===== config.mk =====
export PLATFORM = sky130hd
export DESIGN_NAME = led_frame_ctrl
export DESIGN_NICKNAME = d
export VERILOG_FILES = /design/src/logic/led_frame_pkg.sv /design/src/logic/cmd_dispatch.sv /design/src/logic/frame_buffer.sv /design/src/logic/frame_load.sv /design/src/logic/led_frame_ctrl.sv
export SDC_FILE = /design/constraint.sdc
export NUM_CORES = 1
export LEC_CHECK = 0
export ABC_AREA = 1
export CAP_MARGIN = 20
export CORE_ASPECT_RATIO = 0.8
export CORE_MARGIN = 3
export CORE_UTILIZATION = 60
export CTS_CLUSTER_SIZE = 14
export DETAILED_ROUTE_END_ITERATION = 10
export DONT_BUFFER_PORTS = 1
export PLACE_DENSITY = 0.76
export SLEW_MARGIN = 20
export SYNTH_ARGS = -nofsm -noshare
export SYNTH_HDL_FRONTEND = slang
export SYNTH_SLANG_ARGS = --single-unit
export TNS_END_PERCENT = 10

===== constraint.sdc =====
create_clock -name clk -period 6.2 [get_ports clk]
set_input_delay 1.24 -clock clk [delete_from_list [all_inputs] [get_ports clk]]
set_output_delay 1.24 -clock clk [all_outputs]
set_load 0.01 [all_outputs]

===== src/logic/led_frame_pkg.sv =====
// ~~~~~~~~~~~~~~~~~~~~~~~~~~~~~~~~~~~~~~~~~~~~~~~~~~~~~~~~~~~~~~~~~~~~~
// Opcodes, address widths and frame buffer structs for the LED frame
// controller; imported by every RTL block and by the testbench
// ~~~~~~~~~~~~~~~~~~~~~~~~~~~~~~~~~~~~~~~~~~~~~~~~~~~~~~~~~~~~~~~~~~~~~

package led_frame_pkg;

    // Command opcodes, first byte of every command
    localparam logic [7:0] OP_READFRAME  = 8'h01;
    localparam logic [7:0] OP_BRIGHTNESS = 8'h02;

    // Widest panel the address fields can carry
    localparam int MAX_ROW_BITS   = 6;
    localparam int MAX_COL_BITS   = 6;
    localparam int MAX_COLOR_BITS = 2;

    // One byte location in the frame buffer
    typedef struct packed {
        logic [MAX_ROW_BITS-1:0]   row;
        logic [MAX_COL_BITS-1:0]   column;
        logic [MAX_COLOR_BITS-1:0] color_sel;   // Byte within the pixel
    } fb_addr_t;

    // Write request from the loader into the buffer
    typedef struct packed {
        logic       valid;
        fb_addr_t   addr;
        logic [7:0] data;
    } fb_write_t;

endpackage

===== src/logic/cmd_dispatch.sv =====
// ~~~~~~~~~~~~~~~~~~~~~~~~~~~~~~~~~~~~~~~~~~~~~~~~~~~~~~~~~~~~~~~~~~~~~
// Command decoder; takes opcode bytes from the input stream and steers
// payload bytes to the frame loader or the brightness register
// ~~~~~~~~~~~~~~~~~~~~~~~~~~~~~~~~~~~~~~~~~~~~~~~~~~~~~~~~~~~~~~~~~~~~~
`timescale 1ns/100ps

module cmd_dispatch #(
    parameter int PIXEL_WIDTH     = 4,
    parameter int PIXEL_HEIGHT    = 3,
    parameter int BYTES_PER_PIXEL = 3
) (
    input  logic       clk,
    input  logic       reset,

    input  logic [7:0] in_data,
    input  logic       in_valid,
    output logic       in_ready,

    output logic [7:0] load_byte,
    output logic       load_en,
    input  logic       frame_done,

    output logic [7:0] brightness,
    output logic       cmd_error
);
    import led_frame_pkg::*;

    localparam int FRAME_BYTES = PIXEL_WIDTH * PIXEL_HEIGHT * BYTES_PER_PIXEL;
    localparam int CNT_BITS    = $clog2(FRAME_BYTES + 1);

    typedef enum logic [1:0] {
        ST_OPCODE,
        ST_FRAME,
        ST_BRIGHT
    } dispatch_state_t;

    dispatch_state_t     state;
    logic                accept;
    logic [CNT_BITS-1:0] payload_cnt;   // Frame bytes handed to the loader

    // Only stall while the loader sits in its done cycle
    assign in_ready  = !(state == ST_FRAME && frame_done);
    assign accept    = in_valid && in_ready;

    assign load_en   = accept && (state == ST_FRAME);
    assign load_byte = in_data;

    always_ff @(posedge clk) begin
        if (reset) begin
            state       <= ST_OPCODE;
            brightness  <= 8'd0;
            cmd_error   <= 1'b0;
            payload_cnt <= '0;
        end else begin
            cmd_error <= 1'b0;
            case (state)
                ST_OPCODE: begin
                    if (accept) begin
                        case (in_data)
                            OP_READFRAME: begin
                                state       <= ST_FRAME;
                                payload_cnt <= '0;
                            end
                            OP_BRIGHTNESS: state <= ST_BRIGHT;
                            default: cmd_error <= 1'b1;   // Dropped; next byte is an opcode
                        endcase
                    end
                end
                ST_FRAME: begin
                    if (load_en) begin
                        payload_cnt <= payload_cnt + 1'b1;
                    end
                    if (frame_done) begin
                        state <= ST_OPCODE;
                    end
                end
                ST_BRIGHT: begin
                    if (accept) begin
                        brightness <= in_data;
                        state      <= ST_OPCODE;
                    end
                end
                default: state <= ST_OPCODE;
            endcase
        end
    end

    // Loader finishes exactly when the full frame has been forwarded
    a_done_after_full_frame: assert property (
        @(posedge clk) disable iff (reset)
        frame_done |-> (state == ST_FRAME) && (payload_cnt == CNT_BITS'(FRAME_BYTES))
    );

endmodule


===== src/logic/frame_buffer.sv =====
// ~~~~~~~~~~~~~~~~~~~~~~~~~~~~~~~~~~~~~~~~~~~~~~~~~~~~~~~~~~~~~~~~~~~~~
// Frame RAM; one write port from the loader, one registered read port
// for the display scanner
// ~~~~~~~~~~~~~~~~~~~~~~~~~~~~~~~~~~~~~~~~~~~~~~~~~~~~~~~~~~~~~~~~~~~~~
`timescale 1ns/100ps

module frame_buffer #(
    parameter int PIXEL_WIDTH     = 4,
    parameter int PIXEL_HEIGHT    = 3,
    parameter int BYTES_PER_PIXEL = 3
) (
    input  logic                     clk,
    input  led_frame_pkg::fb_write_t fb_wr,
    input  led_frame_pkg::fb_addr_t  rd_addr,
    output logic [7:0]               rd_data
);
    import led_frame_pkg::*;

    localparam int DEPTH  = PIXEL_WIDTH * PIXEL_HEIGHT * BYTES_PER_PIXEL;
    localparam int IDX_W  = (DEPTH > 1) ? $clog2(DEPTH) : 1;

    logic [7:0]       mem [DEPTH];
    logic [IDX_W-1:0] wr_idx;
    logic [IDX_W-1:0] rd_idx;

    // Row-major flattening, pixel bytes packed together
    function automatic logic [IDX_W-1:0] to_index(fb_addr_t a);
        return IDX_W'((a.row * PIXEL_WIDTH + a.column) * BYTES_PER_PIXEL + a.color_sel);
    endfunction

    assign wr_idx = to_index(fb_wr.addr);
    assign rd_idx = to_index(rd_addr);

    always_ff @(posedge clk) begin
        if (fb_wr.valid) begin
            mem[wr_idx] <= fb_wr.data;
        end
    end

    always_ff @(posedge clk) begin
        rd_data <= mem[rd_idx];   // One cycle read latency
    end

endmodule


===== src/logic/frame_load.sv =====
// ~~~~~~~~~~~~~~~~~~~~~~~~~~~~~~~~~~~~~~~~~~~~~~~~~~~~~~~~~~~~~~~~~~~~~
// Frame loader; walks the buffer address downward, one write per byte,
// and pulses frame_done after the byte for row 0, column 0, colour 0
// ~~~~~~~~~~~~~~~~~~~~~~~~~~~~~~~~~~~~~~~~~~~~~~~~~~~~~~~~~~~~~~~~~~~~~
`timescale 1ns/100ps

module frame_load #(
    parameter int PIXEL_WIDTH     = 4,
    parameter int PIXEL_HEIGHT    = 3,
    parameter int BYTES_PER_PIXEL = 3
) (
    input  logic                     clk,
    input  logic                     reset,
    input  logic [7:0]               load_byte,
    input  logic                     load_en,
    output led_frame_pkg::fb_write_t fb_wr,
    output logic                     frame_done
);
    import led_frame_pkg::*;

    typedef enum logic [1:0] {
        ST_IDLE,
        ST_LOAD,
        ST_DONE
    } load_state_t;

    // Top corner of the frame, where every load starts
    localparam fb_addr_t FIRST_ADDR = '{
        row:       MAX_ROW_BITS'(PIXEL_HEIGHT - 1),
        column:    MAX_COL_BITS'(PIXEL_WIDTH - 1),
        color_sel: MAX_COLOR_BITS'(BYTES_PER_PIXEL - 1)
    };

    load_state_t state;
    fb_addr_t    next_addr;
    fb_addr_t    wr_addr;
    logic        last_byte;

    // Colour byte moves fastest, then column, then row
    always_comb begin
        next_addr = fb_wr.addr;
        if (fb_wr.addr.color_sel != '0) begin
            next_addr.color_sel = fb_wr.addr.color_sel - 1'b1;
        end else begin
            next_addr.color_sel = FIRST_ADDR.color_sel;
            if (fb_wr.addr.column != '0) begin
                next_addr.column = fb_wr.addr.column - 1'b1;
            end else begin
                next_addr.column = FIRST_ADDR.column;
                next_addr.row    = fb_wr.addr.row - 1'b1;
            end
        end
    end

    assign wr_addr   = (state == ST_IDLE) ? FIRST_ADDR : next_addr;
    assign last_byte = (wr_addr == '0);

    always_ff @(posedge clk) begin
        if (reset) begin
            state      <= ST_IDLE;
            fb_wr      <= '0;
            frame_done <= 1'b0;
        end else begin
            case (state)
                ST_IDLE, ST_LOAD: begin
                    if (load_en) begin
                        fb_wr.valid <= 1'b1;
                        fb_wr.addr  <= wr_addr;
                        fb_wr.data  <= load_byte;
                        if (last_byte) begin
                            frame_done <= 1'b1;
                            state      <= ST_DONE;
                        end else begin
                            state <= ST_LOAD;
                        end
                    end else begin
                        fb_wr.valid <= 1'b0;   // Gap in the stream, keep position
                    end
                end
                ST_DONE: begin
                    fb_wr.valid <= 1'b0;
                    frame_done  <= 1'b0;
                    state       <= ST_IDLE;
                end
                default: state <= ST_IDLE;
            endcase
        end
    end

    a_addr_in_range: assert property (
        @(posedge clk) disable iff (reset)
        fb_wr.valid |-> (int'(fb_wr.addr.row) < PIXEL_HEIGHT)
            && (int'(fb_wr.addr.column) < PIXEL_WIDTH)
            && (int'(fb_wr.addr.color_sel) < BYTES_PER_PIXEL)
    );

    // Dispatcher holds the stream off while the loader closes a frame
    a_no_byte_in_done: assert property (
        @(posedge clk) disable iff (reset)
        (state == ST_DONE) |-> !load_en
    );

endmodule


===== src/logic/led_frame_ctrl.sv =====
// ~~~~~~~~~~~~~~~~~~~~~~~~~~~~~~~~~~~~~~~~~~~~~~~~~~~~~~~~~~~~~~~~~~~~~
// LED matrix controller command side; byte stream in, frame RAM and
// brightness out. Panel dimensions are set here and passed down
// ~~~~~~~~~~~~~~~~~~~~~~~~~~~~~~~~~~~~~~~~~~~~~~~~~~~~~~~~~~~~~~~~~~~~~
`timescale 1ns/100ps

module led_frame_ctrl #(
    parameter int PIXEL_WIDTH     = 4,
    parameter int PIXEL_HEIGHT    = 3,
    parameter int BYTES_PER_PIXEL = 3
) (
    input  logic                    clk,
    input  logic                    reset,

    input  logic [7:0]              in_data,
    input  logic                    in_valid,
    output logic                    in_ready,

    input  led_frame_pkg::fb_addr_t rd_addr,
    output logic [7:0]              rd_data,

    output logic [7:0]              brightness,
    output logic                    frame_done,
    output logic                    cmd_error
);
    import led_frame_pkg::*;

    logic [7:0] load_byte;
    logic       load_en;
    fb_write_t  fb_wr;

    cmd_dispatch #(
        .PIXEL_WIDTH     (PIXEL_WIDTH),
        .PIXEL_HEIGHT    (PIXEL_HEIGHT),
        .BYTES_PER_PIXEL (BYTES_PER_PIXEL)
    ) i_cmd_dispatch (
        .clk        (clk),
        .reset      (reset),
        .in_data    (in_data),
        .in_valid   (in_valid),
        .in_ready   (in_ready),
        .load_byte  (load_byte),
        .load_en    (load_en),
        .frame_done (frame_done),
        .brightness (brightness),
        .cmd_error  (cmd_error)
    );

    frame_load #(
        .PIXEL_WIDTH     (PIXEL_WIDTH),
        .PIXEL_HEIGHT    (PIXEL_HEIGHT),
        .BYTES_PER_PIXEL (BYTES_PER_PIXEL)
    ) i_frame_load (
        .clk        (clk),
        .reset      (reset),
        .load_byte  (load_byte),
        .load_en    (load_en),
        .fb_wr      (fb_wr),
        .frame_done (frame_done)
    );

    frame_buffer #(
        .PIXEL_WIDTH     (PIXEL_WIDTH),
        .PIXEL_HEIGHT    (PIXEL_HEIGHT),
        .BYTES_PER_PIXEL (BYTES_PER_PIXEL)
    ) i_frame_buffer (
        .clk     (clk),
        .fb_wr   (fb_wr),
        .rd_addr (rd_addr),
        .rd_data (rd_data)
    );

endmodule


-- After elaboration in Yosys (flattened, before gate mapping)
Memories as Yosys holds them, arrays and structs flattened. A register that Yosys moved wholly into a read port is not among the register bits.
Cells that the tools add are included.
- register bits after elaboration: 37
- bits in writable memories: 288
- input bits: 25
- logic and storage cells: 72
- memories: 1
- memory list (name ; words ; bits a word ; read ports ; clocked after Yosys merged registers in ; wr ports ; RTL line ; RTL):
    i_frame_buffer.mem ; 36 ; 8 ; 1 ; 1 ; 1 ; frame_buffer.sv:22 ; logic [7:0] mem [DEPTH];
- $add $sub $neg: 7
- multipliers: 2
- eq/ne operators: 12
- mux-type cells: 19
- bitwise gates (word level): 3
- reduce and logical (&&, ||, !) cells: 18
- operators with widths (kind ; count):
    $mul A32 B2 Y6 const B ; 2
    $add A8 B6 Y9 ; 2
    $logic_not A14 Y1 ; 1
    $mux W14 ; 1
    $add A6 B2 Y6 ; 2
    $mux W12 ; 1
    $mux W6 ; 2
    $sub A6 B1 Y6 const B ; 2
    $mux W2 ; 5
    $eq A8 B1 Y1 const B ; 1
    $eq A8 B2 Y1 const B ; 1
    $ne A2 B1 Y1 const B ; 4
    $mux W1 ; 6
    $pmux W2 S3 ; 1
    $reduce_bool A6 Y1 ; 1
    $reduce_or A2 Y1 ; 3
    $eq A2 B1 Y1 const B ; 2
    $eq A2 B2 Y1 const B ; 2
    $logic_not A2 Y1 ; 2
    $pmux W1 S2 ; 2
    $pmux W2 S2 ; 1
    $reduce_and A2 Y1 ; 2
    $reduce_and A4 Y1 ; 1
    $reduce_bool A2 Y1 ; 2
    other kinds (8) ; 12

-- Logic depth before layout (Yosys ltp)
Gate-level depths: netlist of the first run.
- word-level depth: 8
- mapped depth: 14
- depth with buffers taken out: 14

-- Modules after synthesis
A second synthesis of the first run with hierarchy kept.
- cell total of the unflattened synthesis: 1537
- area total of the unflattened synthesis: 15094.5 sq um
- modules (own cells, without submodules) (module ; times used ; cells each ; area an instance (sq um) ; sequential area each (sq um)):
    frame_buffer ; 1 ; 1258 ; 13136.3 ; 8808.4
    frame_load ; 1 ; 205 ; 1408.9 ; 520.5
    cmd_dispatch ; 1 ; 74 ; 549.3 ; 220.2

-- Worst setup path after synthesis of the first run
OpenSTA, ideal clock, no wires.
- kind: in2reg
- start: in rd_addr[1] (netlist bit)
- end: reg i_frame_buffer.rd_data[3] (read register of i_frame_buffer.mem)
- library setup time: 0.113 ns
- arrival time: 3.528 ns
- setup slack: 2.559 ns
- stages on the path: 11
- path through: fa_1 -> ha_1 -> inv_1 -> fa_1 -> clkbuf_1 -> clkbuf_1 -> o221ai_1 -> nand3_1 -> nand3_1 -> nand3_1 -> nand2_1
- cells in the longest elaborated chain, start to end: 1
- ends and longest elaborated chain (element ; RTL line ; RTL):
    from (decl) ; led_frame_ctrl.sv:19 ; input led_frame_pkg::fb_addr_t rd_addr,
    $add A6 B2 Y6 ; frame_buffer.sv:28 ; return IDX_W'((a.row * PIXEL_WIDTH + a.column) * BYTES_PER_PIXEL + a.color_sel);
    to (decl) ; frame_buffer.sv:15 ; output logic [7:0] rd_data
No other way between the ends.
A chain may end at the register's enable or synchronous reset.

-- Worst setup path in the final report of the first run
- start: reg, netlist name i_frame_load.fb_wr[12]
- end: mem i_frame_buffer.mem[22][1], enable pin
- cells in the longest elaborated chain, start to end: 3
- ends and longest elaborated chain (element ; RTL line):
    $add A8 B6 Y9 ; frame_buffer.sv:28
    $mul A32 B2 Y6 ; frame_buffer.sv:28
    $add A6 B2 Y6 ; frame_buffer.sv:28
    to (decl) ; frame_buffer.sv:22
No other way between the ends.

==> metrics.cfg, run 1 <==
[pwr]
p_sw_share_pct=26.6
power.static_leakage_nw=5.55
power_density_nw_per_um2=331
power.internal_mw=3.73
clkPwrFrac_pct=36.3
switchingPower_mw=1.35
power_frac_comb_pct=15.4
p_seq_share_pct=48.2
ir_worst_vdd_mv=0.262

[routing]
vias=9299
drt-vias-per-instance=6.07
wl_per_cell_um=19.8
drt-total-wl_um=30300
drc=0
drt_iter0_drc=1142
drt-pass1-iter-count=5
ant_nets=0

[clock_tree]
ctsResizeCount=0
cts_tree=built
numCtsBuffers=31
clock-root-buffer=clkbuf_16
htree_levels=1
clock_latency_ns=0.55
cts_hold_buf=0
cts_max_path_buffers=3
clk_pin_slew_ns=0.06
post-cts-setup-buffers=0
cts_sinks=333

[placed_design]
globalplace.congestion=0.870
port_buffers=0
place.detailed.hpwl_um=17400
dp_slack_ns=1.86
dp.cells=1472

[worst_setup_path]
slowest_stage=nor2_1
critPathKind=register to register
path_buf_inv=0
cp.required_ns=6.38
crit_arrival_ns=4.07
worstSetupStartpointType=register
max_stage_delay_ns=0.68
crit_fanout=8
crit_path_frequent_cell=ha_1
cp-end-kind=register
critical-path-top-delay-family=adder cells
cp_cell_sequence=ha_1, fa_1, xor2_2, ha_1, ha_1, a21oi_1, nand2_1, xor2_1, nand3b_1, nand2_4, nand3b_4, nor2_1

[timing]
clock.fmax_ghz=0.257
worst_pin_slew_ns=1.01
setup_viol=0
clock_skew_ns=0.00885
finalHoldViolCount=0
slew_headroom_pct=32.4
rsz0062_at_grt=false
finalSetupTns_ns=0
report.final.slew_viol_count=0
period_needed_ns=3.89
setup_ws_ns=2.31
final.period_utilization_pct=62.7

[yosys]
yosys_warnings=0
synth.area.top_cells=edfxtp_1 (61%), nor2_1 (6.7%), dfxtp_1 (6.4%), o21ai_0 (6.2%), nand3_1 (2.3%)
synth.largest_area_cell=edfxtp_1
synth_cell_types=40
synthesis.area_sq_um=14100
yosysSeqAreaShare_pct=67.6
ys_ff_latch=333
syn_inst=1218
ys.flop_type=edfxtp_1
synth_fp_nets=1275
synthMostInstantiatedCell=edfxtp_1
synth_edf_count=288
synth_top_area_share_pct=61.2
synth.top_cells.by_count=edfxtp_1 (288), nor2_1 (252), o21ai_0 (174), nand2_1 (77), nand3_1 (66)
synth-async-reset-ratio_pct=0
synth.avg_cell_area_sq_um=11.6

[floorplan]
die_area_sq_um=25400
num_io_pins=44
dieWidth_um=178
start_util_pct=61.9
coreArea_sq_um=22800
die_h_um=143
rows=49

[finish]
final_cells=1531
layout-drive-gt1-share_pct=6.69
area_growth_pct=8.94
final_nets=1257
n_fill_cell=1648
antenna_cells=0

[flow_run]
cap_violations=0

[global_route]
grt_pass1_wl_um=47100
grt_use_total_pct=23.9
overflow=0
grt_pass1_vias=8730
antenna_found_initial=0
grt_max_degree=145

[hold_path]
hold_path_class=register to register

[run_status]
outcome=complete, no violations

placed cells by master (no fill, tap or decap), drive strengths merged:
master / n
a211oi: 3
a21o: 1
a21oi: 29
a31oi: 2
buf: 14
bufinv: 2
clkbuf: 43
clkinv: 12
dfxtp: 45
edfxtp: 288
fa: 6
ha: 26
inv: 57
nand2: 81
nand3: 67
nand3b: 4
nand4: 6
nor2: 253
nor3: 2
nor4: 2
o211ai: 34
o21ai: 184
o221ai: 32
o22ai: 16
or2: 3
or3: 1
xnor2: 6
xor2: 6
cell type report:
class,count,area [sq um],share of cell area [%]
clock buffers,43,875,5.68
clock inverters,15,126,0.821
inverters,56,211,1.37
multi-input cells,764,4110,26.7
flip-flops and latches,333,9550,62.1
well taps,306,383,2.49
repair buffers,14,138,0.894
tightest hold or removal path: cells and delay by family, from the launching register on:
family | cells | cell delay (ns)
AOI/OAI and AO/OA | 1 | 0.06
and+or+nand+nor | 1 | 0.07
DFF | 1 | 0.32
power groups by stage:
stage | registers, mW | logic (mW) | clock network, mW
after floorplan | 2.50 | 0.536 | 0
after global placement | 2.50 | 0.747 | 0
after detailed placement | 2.50 | 0.769 | 0
after CTS | 2.46 | 0.775 | 1.86
after global routing | 2.46 | 0.867 | 1.93
final | 2.45 | 0.784 | 1.85
sequential cells by signal (all words and copies together) (netlist names):
name	cells
i_frame_load.state	2
i_frame_buffer.rd_data	8
i_cmd_dispatch.brightness	8
i_frame_load.fb_wr	23
i_frame_buffer.mem	288
i_cmd_dispatch.cmd_error	1
i_cmd_dispatch.state	2
i_frame_load.frame_done	1
metal layers:
| metal | routed length, um | track usage [%] |
|---|---|---|
| met5 | 0 | 0 |
| met4 | 809 | 7.39 |
| met3 | 2510 | 4.07 |
| met2 | 13800 | 37.0 |
| met1 | 13200 | 35.2 |
cells by family after synthesis:
family	count (synthesis)	synth area share (%)
flops	333	67.6
compound gates	301	12.3
xor+xnor	12	0.956
simple gates	419	12.5
buf+inv	121	3.46
fa+ha+maj	32	3.15
stage by stage:
step | hold slack, ns | utilization, % | cell area [sq um] | power (mW)
floorplan | 0.461 | - | 14100 | 3.03
global placement | 0.474 | 63.0 | 14400 | 3.25
detailed placement | 0.475 | 63.0 | 14400 | 3.27
CTS | 0.487 | 67.4 | 15400 | 5.09
global route | 0.509 | 67.5 | 15400 | 5.26
finish | 0.482 | 67.5 | 15400 | 5.09
worst paths after layout:
check | slack, ns | from | cells after the start | to
worst max-delay path | 2.31 | i_frame_load.fb_wr[12] | 12 | i_frame_buffer.mem[22][1]
worst max register to register | 2.31 | i_frame_load.fb_wr[12] | 12 | i_frame_buffer.mem[22][1]
worst min-delay path | 0.48 | i_frame_load.state[1] | 2 | i_frame_load.fb_wr[22]
worst min register to register | 0.48 | i_frame_load.state[1] | 2 | i_frame_load.fb_wr[22]
Note: power is estimated with default switching activity, not from simulation.
==> run 2: changes to the inputs <==
CORE_UTILIZATION = 57   (was 60)
PLACE_DENSITY = 0.75   (was 0.76)
clock period = 3.2 ns   (was 6.2 ns; I/O delays follow)
==> metrics.cfg, run 2 (synthesized netlist as in run 1, its figures left out) <==
[global_route]
grt_pass1_vias=9384  ; was 8,730
overflow=0  ; unchanged
grt_max_degree=106  ; was 145
antenna_found_initial=0  ; unchanged
grt_use_total_pct=24.4  ; was 23.9%
grt_pass1_wl_um=51300  ; was 47,100 um

[clock_tree]
numCtsBuffers=31  ; unchanged
cts_max_path_buffers=3  ; unchanged
htree_levels=1  ; unchanged
cts_hold_buf=0  ; unchanged
clock_latency_ns=0.56  ; was 0.55 ns
clk_pin_slew_ns=0.07  ; was 0.06 ns
cts_tree=built  ; unchanged
clock-root-buffer=clkbuf_16  ; unchanged
cts_sinks=333  ; unchanged

[worst_setup_path]
slowest_stage=fa_2  ; was nor2_1
critPathKind=register to register  ; unchanged
cp_cell_sequence=ha_4, fa_2, ha_4, ha_4, a21oi_2, nand2_1, xor2_1, nand3b_1, nand2_4, nand3b_4, nor2_4, buf_12  ; was ha_1, fa_1, xor2_2, ha_1, ha_1, a21oi_1, nand2_1, xor2_1, nand3b_1, nand2_4, nand3b_4, nor2_1
max_stage_delay_ns=0.59  ; was 0.68 ns
crit_fanout=8  ; unchanged
cp-end-kind=register  ; unchanged
crit_arrival_ns=3.46  ; was 4.07 ns
cp.required_ns=3.47  ; was 6.38 ns
crit_path_frequent_cell=ha_4  ; was ha_1
critical-path-top-delay-family=adder cells  ; unchanged
worstSetupStartpointType=register  ; unchanged
startpoint=i_frame_load.fb_wr[16]  ; was i_frame_load.fb_wr[12]
reg2reg_from=i_frame_load.fb_wr[16]  ; was i_frame_load.fb_wr[12]
path_buf_inv=1  ; was 0

[finish]
regMostFlops=i_frame_buffer.mem  ; unchanged
final_common_cell=edfxtp_1  ; unchanged
n_fill_cell=1677  ; was 1,648
layout-drive-gt1-share_pct=13.7  ; was 6.69%
area_growth_pct=15.7  ; was 8.94%
register_area_sq_um=9550  ; about the same
final_cells=1608  ; was 1,531
final_nets=1328  ; was 1,257
multiInputGateArea_sq_um=4310  ; was 4110 sq um
largest_reg_flops=288  ; unchanged
largestRegisters=i_frame_buffer.mem: 288 flops, i_frame_load.fb_wr: 23 flops  ; unchanged
antenna_cells=0  ; unchanged
final_cell_mix=edfxtp_1 (288), nor2_1 (234), o21ai_0 (174), nand2_1 (77), nand3_1 (65)  ; was edfxtp_1 (288), nor2_1 (252), o21ai_0 (174), nand2_1 (77), nand3_1 (66)

[routing]
vias=9831  ; was 9,299
drt-total-wl_um=32700  ; was 30,300 um
drc=0  ; unchanged
wl_met2_um=15200  ; was 13,800 um
drt_iter0_drc=1229  ; was 1,142
ant_nets=0  ; unchanged
highest_layer=met4  ; unchanged
drt-pass1-iter-count=6  ; was 5
wl_met1_um=13400  ; was 13,200 um
drt-vias-per-instance=6.11  ; was 6.07
wl_per_cell_um=20.3  ; was 19.8 um
wl_met3_um=3220  ; was 2510 um

[run_status]
outcome=complete, no violations  ; unchanged

[flow_run]
cap_violations=0  ; unchanged

[floorplan]
num_io_pins=44  ; unchanged
coreArea_sq_um=23900  ; was 22,800 sq um
die_area_sq_um=26700  ; was 25,400 sq um
die_h_um=147  ; was 143 um
dieWidth_um=182  ; was 178 um
rows=50  ; was 49
start_util_pct=59.1  ; was 61.9%

[timing]
worst_pin_slew_ns=0.741  ; was 1.01 ns
slew_headroom_pct=50.5  ; was 32.4%
setup_viol=0  ; unchanged
period_needed_ns=3.19  ; was 3.89 ns
finalHoldViolCount=0  ; unchanged
report.final.slew_viol_count=0  ; unchanged
final.period_utilization_pct=99.7  ; was 62.7%
clock_skew_ns=0.0176  ; was 0.00885 ns
rsz0062_at_grt=true  ; was false
finalSetupTns_ns=0  ; unchanged
clock.fmax_ghz=0.313  ; was 0.257 GHz

[hold_path]
min_from=reset  ; was i_frame_load.state[1]
hold_path_class=input pin to register  ; was register to register

[pwr]
ir_worst_vdd_mv=0.487  ; was 0.262 mV
power.static_leakage_nw=5.95  ; was 5.55 nW
power_density_nw_per_um2=608  ; was 331 nW/um^2
total_power_mw=9.94  ; was 5.09 mW

[placed_design]
dp.cells=1544  ; was 1,472
port_buffers=0  ; unchanged
place.detailed.hpwl_um=19800  ; was 17,400 um
globalplace.congestion=0.887  ; was 0.870

[run 2: cell count changes in the layout (fill, tap and decap cells not counted), sizes merged]
cell      change
buf          +71
bufinv        -1
clkbuf        +4
clkinv        -5
clkinvlp      +1
inv           +1
[run 2: layout make-up]
type                       instances  share of cell area [%]
clock inverter                    11                   0.582
multi-input combinational        764                    26.3
timing repair buffer              85                    5.46
tap                              312                    2.39
clock buffer                      47                    5.48
sequential                       333                    58.4
inverter                          56                    1.30
[run 2: final timing paths]
path / endpoint / slack (ns) / depth (start not counted)
worst min register to register: i_frame_load.fb_wr[22] / 0.48 / 2
worst min-delay path: i_frame_load.fb_wr[12] / 0.13 / 1
worst max register to register: i_frame_buffer.mem[12][3] / 0.009 / 12
worst max-delay path: i_frame_buffer.mem[12][3] / 0.009 / 12
[run 2: where the power goes]
part	switching, mW	internal (mW)	total [mW]	leakage [nW]
Sequential	0.0574	4.71	4.76	3.24
Clock	1.54	2.01	3.56	0.488
Combinational	1.09	0.536	1.62	2.22
Total	2.69	7.26	9.94	5.95
[run 2: timing repair]
item	4_1_cts	5_1_grt
pin swaps	12	10
gates resized for setup	21	15
setup buffers	4	2
endpoints found under the setup margin	288	288
[run 2: layer usage]
metal | GRT usage, % | vias to the layer above
li1 | - | 4523
met1 | 35.1 | 4732
met2 | 38.8 | 507
met3 | 4.93 | 69
met4 | 5.98 | 0
met5 | 0 | -
[run 2: metrics by stage]
step	hold WS (ns)	cell area (sq um)	worst slack (ns)	util, %
finish	0.134	16300	0.00907	68.4
global route	0.115	16300	-0.145	68.4
CTS	0.117	16300	-0.0469	68.0
detailed placement	0.484	15100	-0.172	63.2
global placement	0.474	15100	-0.0726	63.2
floorplan	0.461	14200	-0.151	-
==> run 3: changes to the inputs <==
PLACE_DENSITY = unset   (was 0.75)
PLACE_DENSITY_LB_ADDON = 0.05   (was unset)
==> metrics.cfg, run 3 (synthesized netlist as in run 1, its figures left out) <==
[floorplan]
die_area_sq_um=26700  ; unchanged
rows=50  ; unchanged
coreArea_sq_um=23900  ; unchanged
num_io_pins=44  ; unchanged
start_util_pct=59.1  ; unchanged
die_h_um=147  ; unchanged
dieWidth_um=182  ; unchanged

[clock_tree]
htree_levels=2  ; was 1
numCtsBuffers=35  ; was 31
clock_latency_ns=0.52  ; was 0.56 ns
cts_tree=built  ; unchanged
clock-root-buffer=clkbuf_16  ; unchanged
cts_max_path_buffers=3  ; unchanged
clk_pin_slew_ns=0.06  ; was 0.07 ns
cts_sinks=333  ; unchanged

[finish]
largestRegisters=i_frame_buffer.mem: 288 flops, i_frame_load.fb_wr: 23 flops  ; unchanged
final_nets=1334  ; was 1,328
area_growth_pct=16.7  ; was 15.7%
final_cell_area_sq_um=16500  ; was 16,300 sq um
final_common_cell=edfxtp_1  ; unchanged
antenna_cells=0  ; unchanged
regMostFlops=i_frame_buffer.mem  ; unchanged
final_cell_mix=edfxtp_1 (288), nor2_1 (233), o21ai_0 (174), nand2_1 (76), nand3_1 (65)  ; was edfxtp_1 (288), nor2_1 (234), o21ai_0 (174), nand2_1 (77), nand3_1 (65)
largest_reg_flops=288  ; unchanged
layout-drive-gt1-share_pct=14.3  ; was 13.7%

[timing]
clock_skew_ns=0.0205  ; was 0.0176 ns
setup_viol=0  ; unchanged
whs_ns=0.190  ; was 0.134 ns
rsz0062_at_grt=true  ; unchanged
period_needed_ns=3.18  ; was 3.19 ns
slew_headroom_pct=39.5  ; was 50.5%
final.period_utilization_pct=99.4  ; was 99.7%
report.final.slew_viol_count=0  ; unchanged
clock.fmax_ghz=0.314  ; was 0.313 GHz
finalHoldViolCount=0  ; unchanged
worst_pin_slew_ns=0.907  ; was 0.741 ns

[global_route]
grt_pass1_vias=8727  ; was 9,384
overflow=0  ; unchanged
grt_use_total_pct=23.5  ; was 24.4%
grt_max_degree=145  ; was 106
antenna_found_initial=0  ; unchanged
grt_pass1_wl_um=49200  ; was 51,300 um

[placed_design]
dpl-instance-area_sq_um=15200  ; was 15,100 sq um
place.detailed.hpwl_um=19900  ; was 19,800 um
globalplace.congestion=0.871  ; was 0.887
port_buffers=0  ; unchanged

[pwr]
clkPwrFrac_pct=38.3  ; was 35.8%
power.internal_mw=7.69  ; was 7.26 mW
power_frac_comb_pct=16.3  ; about the same
ir_worst_vdd_mv=0.556  ; was 0.487 mV
p_seq_share_pct=45.4  ; was 47.9%
switchingPower_mw=2.79  ; was 2.69 mW
power_density_nw_per_um2=636  ; was 608 nW/um^2
p_sw_share_pct=26.7  ; was 27.0%
power.static_leakage_nw=6.03  ; was 5.95 nW

[routing]
drt-total-wl_um=31700  ; was 32,700 um
ant_nets=0  ; unchanged
wl_per_cell_um=19.6  ; was 20.3 um
drt-pass1-iter-count=5  ; was 6
drt_iter0_drc=1028  ; was 1,229
drc=0  ; unchanged
drt-vias-per-instance=5.83  ; was 6.11
vias=9426  ; was 9,831

[worst_setup_path]
critPathKind=register to register  ; unchanged
cp-end-kind=register  ; unchanged
cp.required_ns=3.39  ; was 3.47 ns
crit_fanout=8  ; unchanged
crit_arrival_ns=3.37  ; was 3.46 ns
worstSetupStartpointType=register  ; unchanged

[hold_path]
hold_path_class=input pin to register  ; unchanged

[flow_run]
cap_violations=0  ; unchanged

[run_status]
outcome=complete, no violations  ; unchanged

-- run 3: cell types whose count changed in the layout (fill, tap and decap cells not counted), moves of 4 or more --
cell	delta
clkinv_1	+8
nor2_4	-11
clkbuf_1	-4
clkbuf_16	+6
clkbuf_8	-6
nor2_2	+12
-- run 3: worst max-delay path, stage by stage, from the launching register on --
cell and delay (ns):
dfxtp_2 0.34, ha_4 0.16, fa_2 0.37, xor2_2 0.21, ha_4 0.24, ha_4 0.22, a21oi_2 0.15, nand2_2 0.09
xor2_2 0.15, nand3b_1 0.24, nand2_4 0.17, nand3b_4 0.22, nor2_4 0.29
-- run 3: layout make-up --
type,count,area [sq um]
Clock inverter,21,205
Tap cell,312,390
Fill cell,1750,7410
Timing Repair Buffer,87,903
Multi-Input combinational cell,764,4270
Inverter,56,213
Sequential cell,333,9550
Clock buffer,43,948
-- run 3: what timing repair did --
| action | 4_1_cts | 5_1_grt |
|---|---|---|
| setup endpoints to repair | 288 | 288 |
| resized for setup | 8 | 22 |
| setup buffers | 0 | 2 |
| pin swaps | 3 | 10 |
| hold buffers | 0 | 0 |
| cloned | 0 | 0 |
-- run 3: power groups by stage --
stage | sequential (mW) | clock [mW] | combinational [mW]
4_1_cts | 4.76 | 4.07 | 1.71
6_report | 4.76 | 4.01 | 1.71
3_5_place_dp | 4.85 | 0 | 1.71
2_1_floorplan | 4.84 | 0 | 1.04
3_3_place_gp | 4.85 | 0 | 1.69
5_1_grt | 4.76 | 4.24 | 1.88
-- run 3: final timing paths --
path                           from                         to  slack [ns]  cells after the start
max          i_frame_load.fb_wr[12]  i_frame_buffer.mem[13][1]        0.02                     12
min                           reset     i_frame_load.fb_wr[12]        0.19                      1
max reg2reg  i_frame_load.fb_wr[12]  i_frame_buffer.mem[13][1]        0.02                     12
min reg2reg   i_frame_load.state[1]     i_frame_load.fb_wr[22]        0.48                      2
-- run 3: metrics by stage --
stage                     util, %  total power [mW]  setup TNS, ns  setup WS [ns]  cells
after global placement       63.4              6.54         -18.41         -0.124   1550
after detailed placement     63.4              6.56         -29.48         -0.158   1550
after CTS                    68.5              10.5              0        0.00161   1614
after global routing         69.0              10.9         -13.31         -0.119   1616
final                        69.0              10.5              0         0.0186   1616
after floorplan                 -              5.88         -25.69         -0.151   1218
-- run 3: metal layers --
layer,global-route usage (%),wire length [um],vias up,part of all wire (%)
li1,-,-,4530,-
met2,35.6,14200,390,45
met4,6.43,664,0,2.1
met1,35.5,14200,4447,45
met5,0,0,-,0
met3,4.16,2660,59,8.4
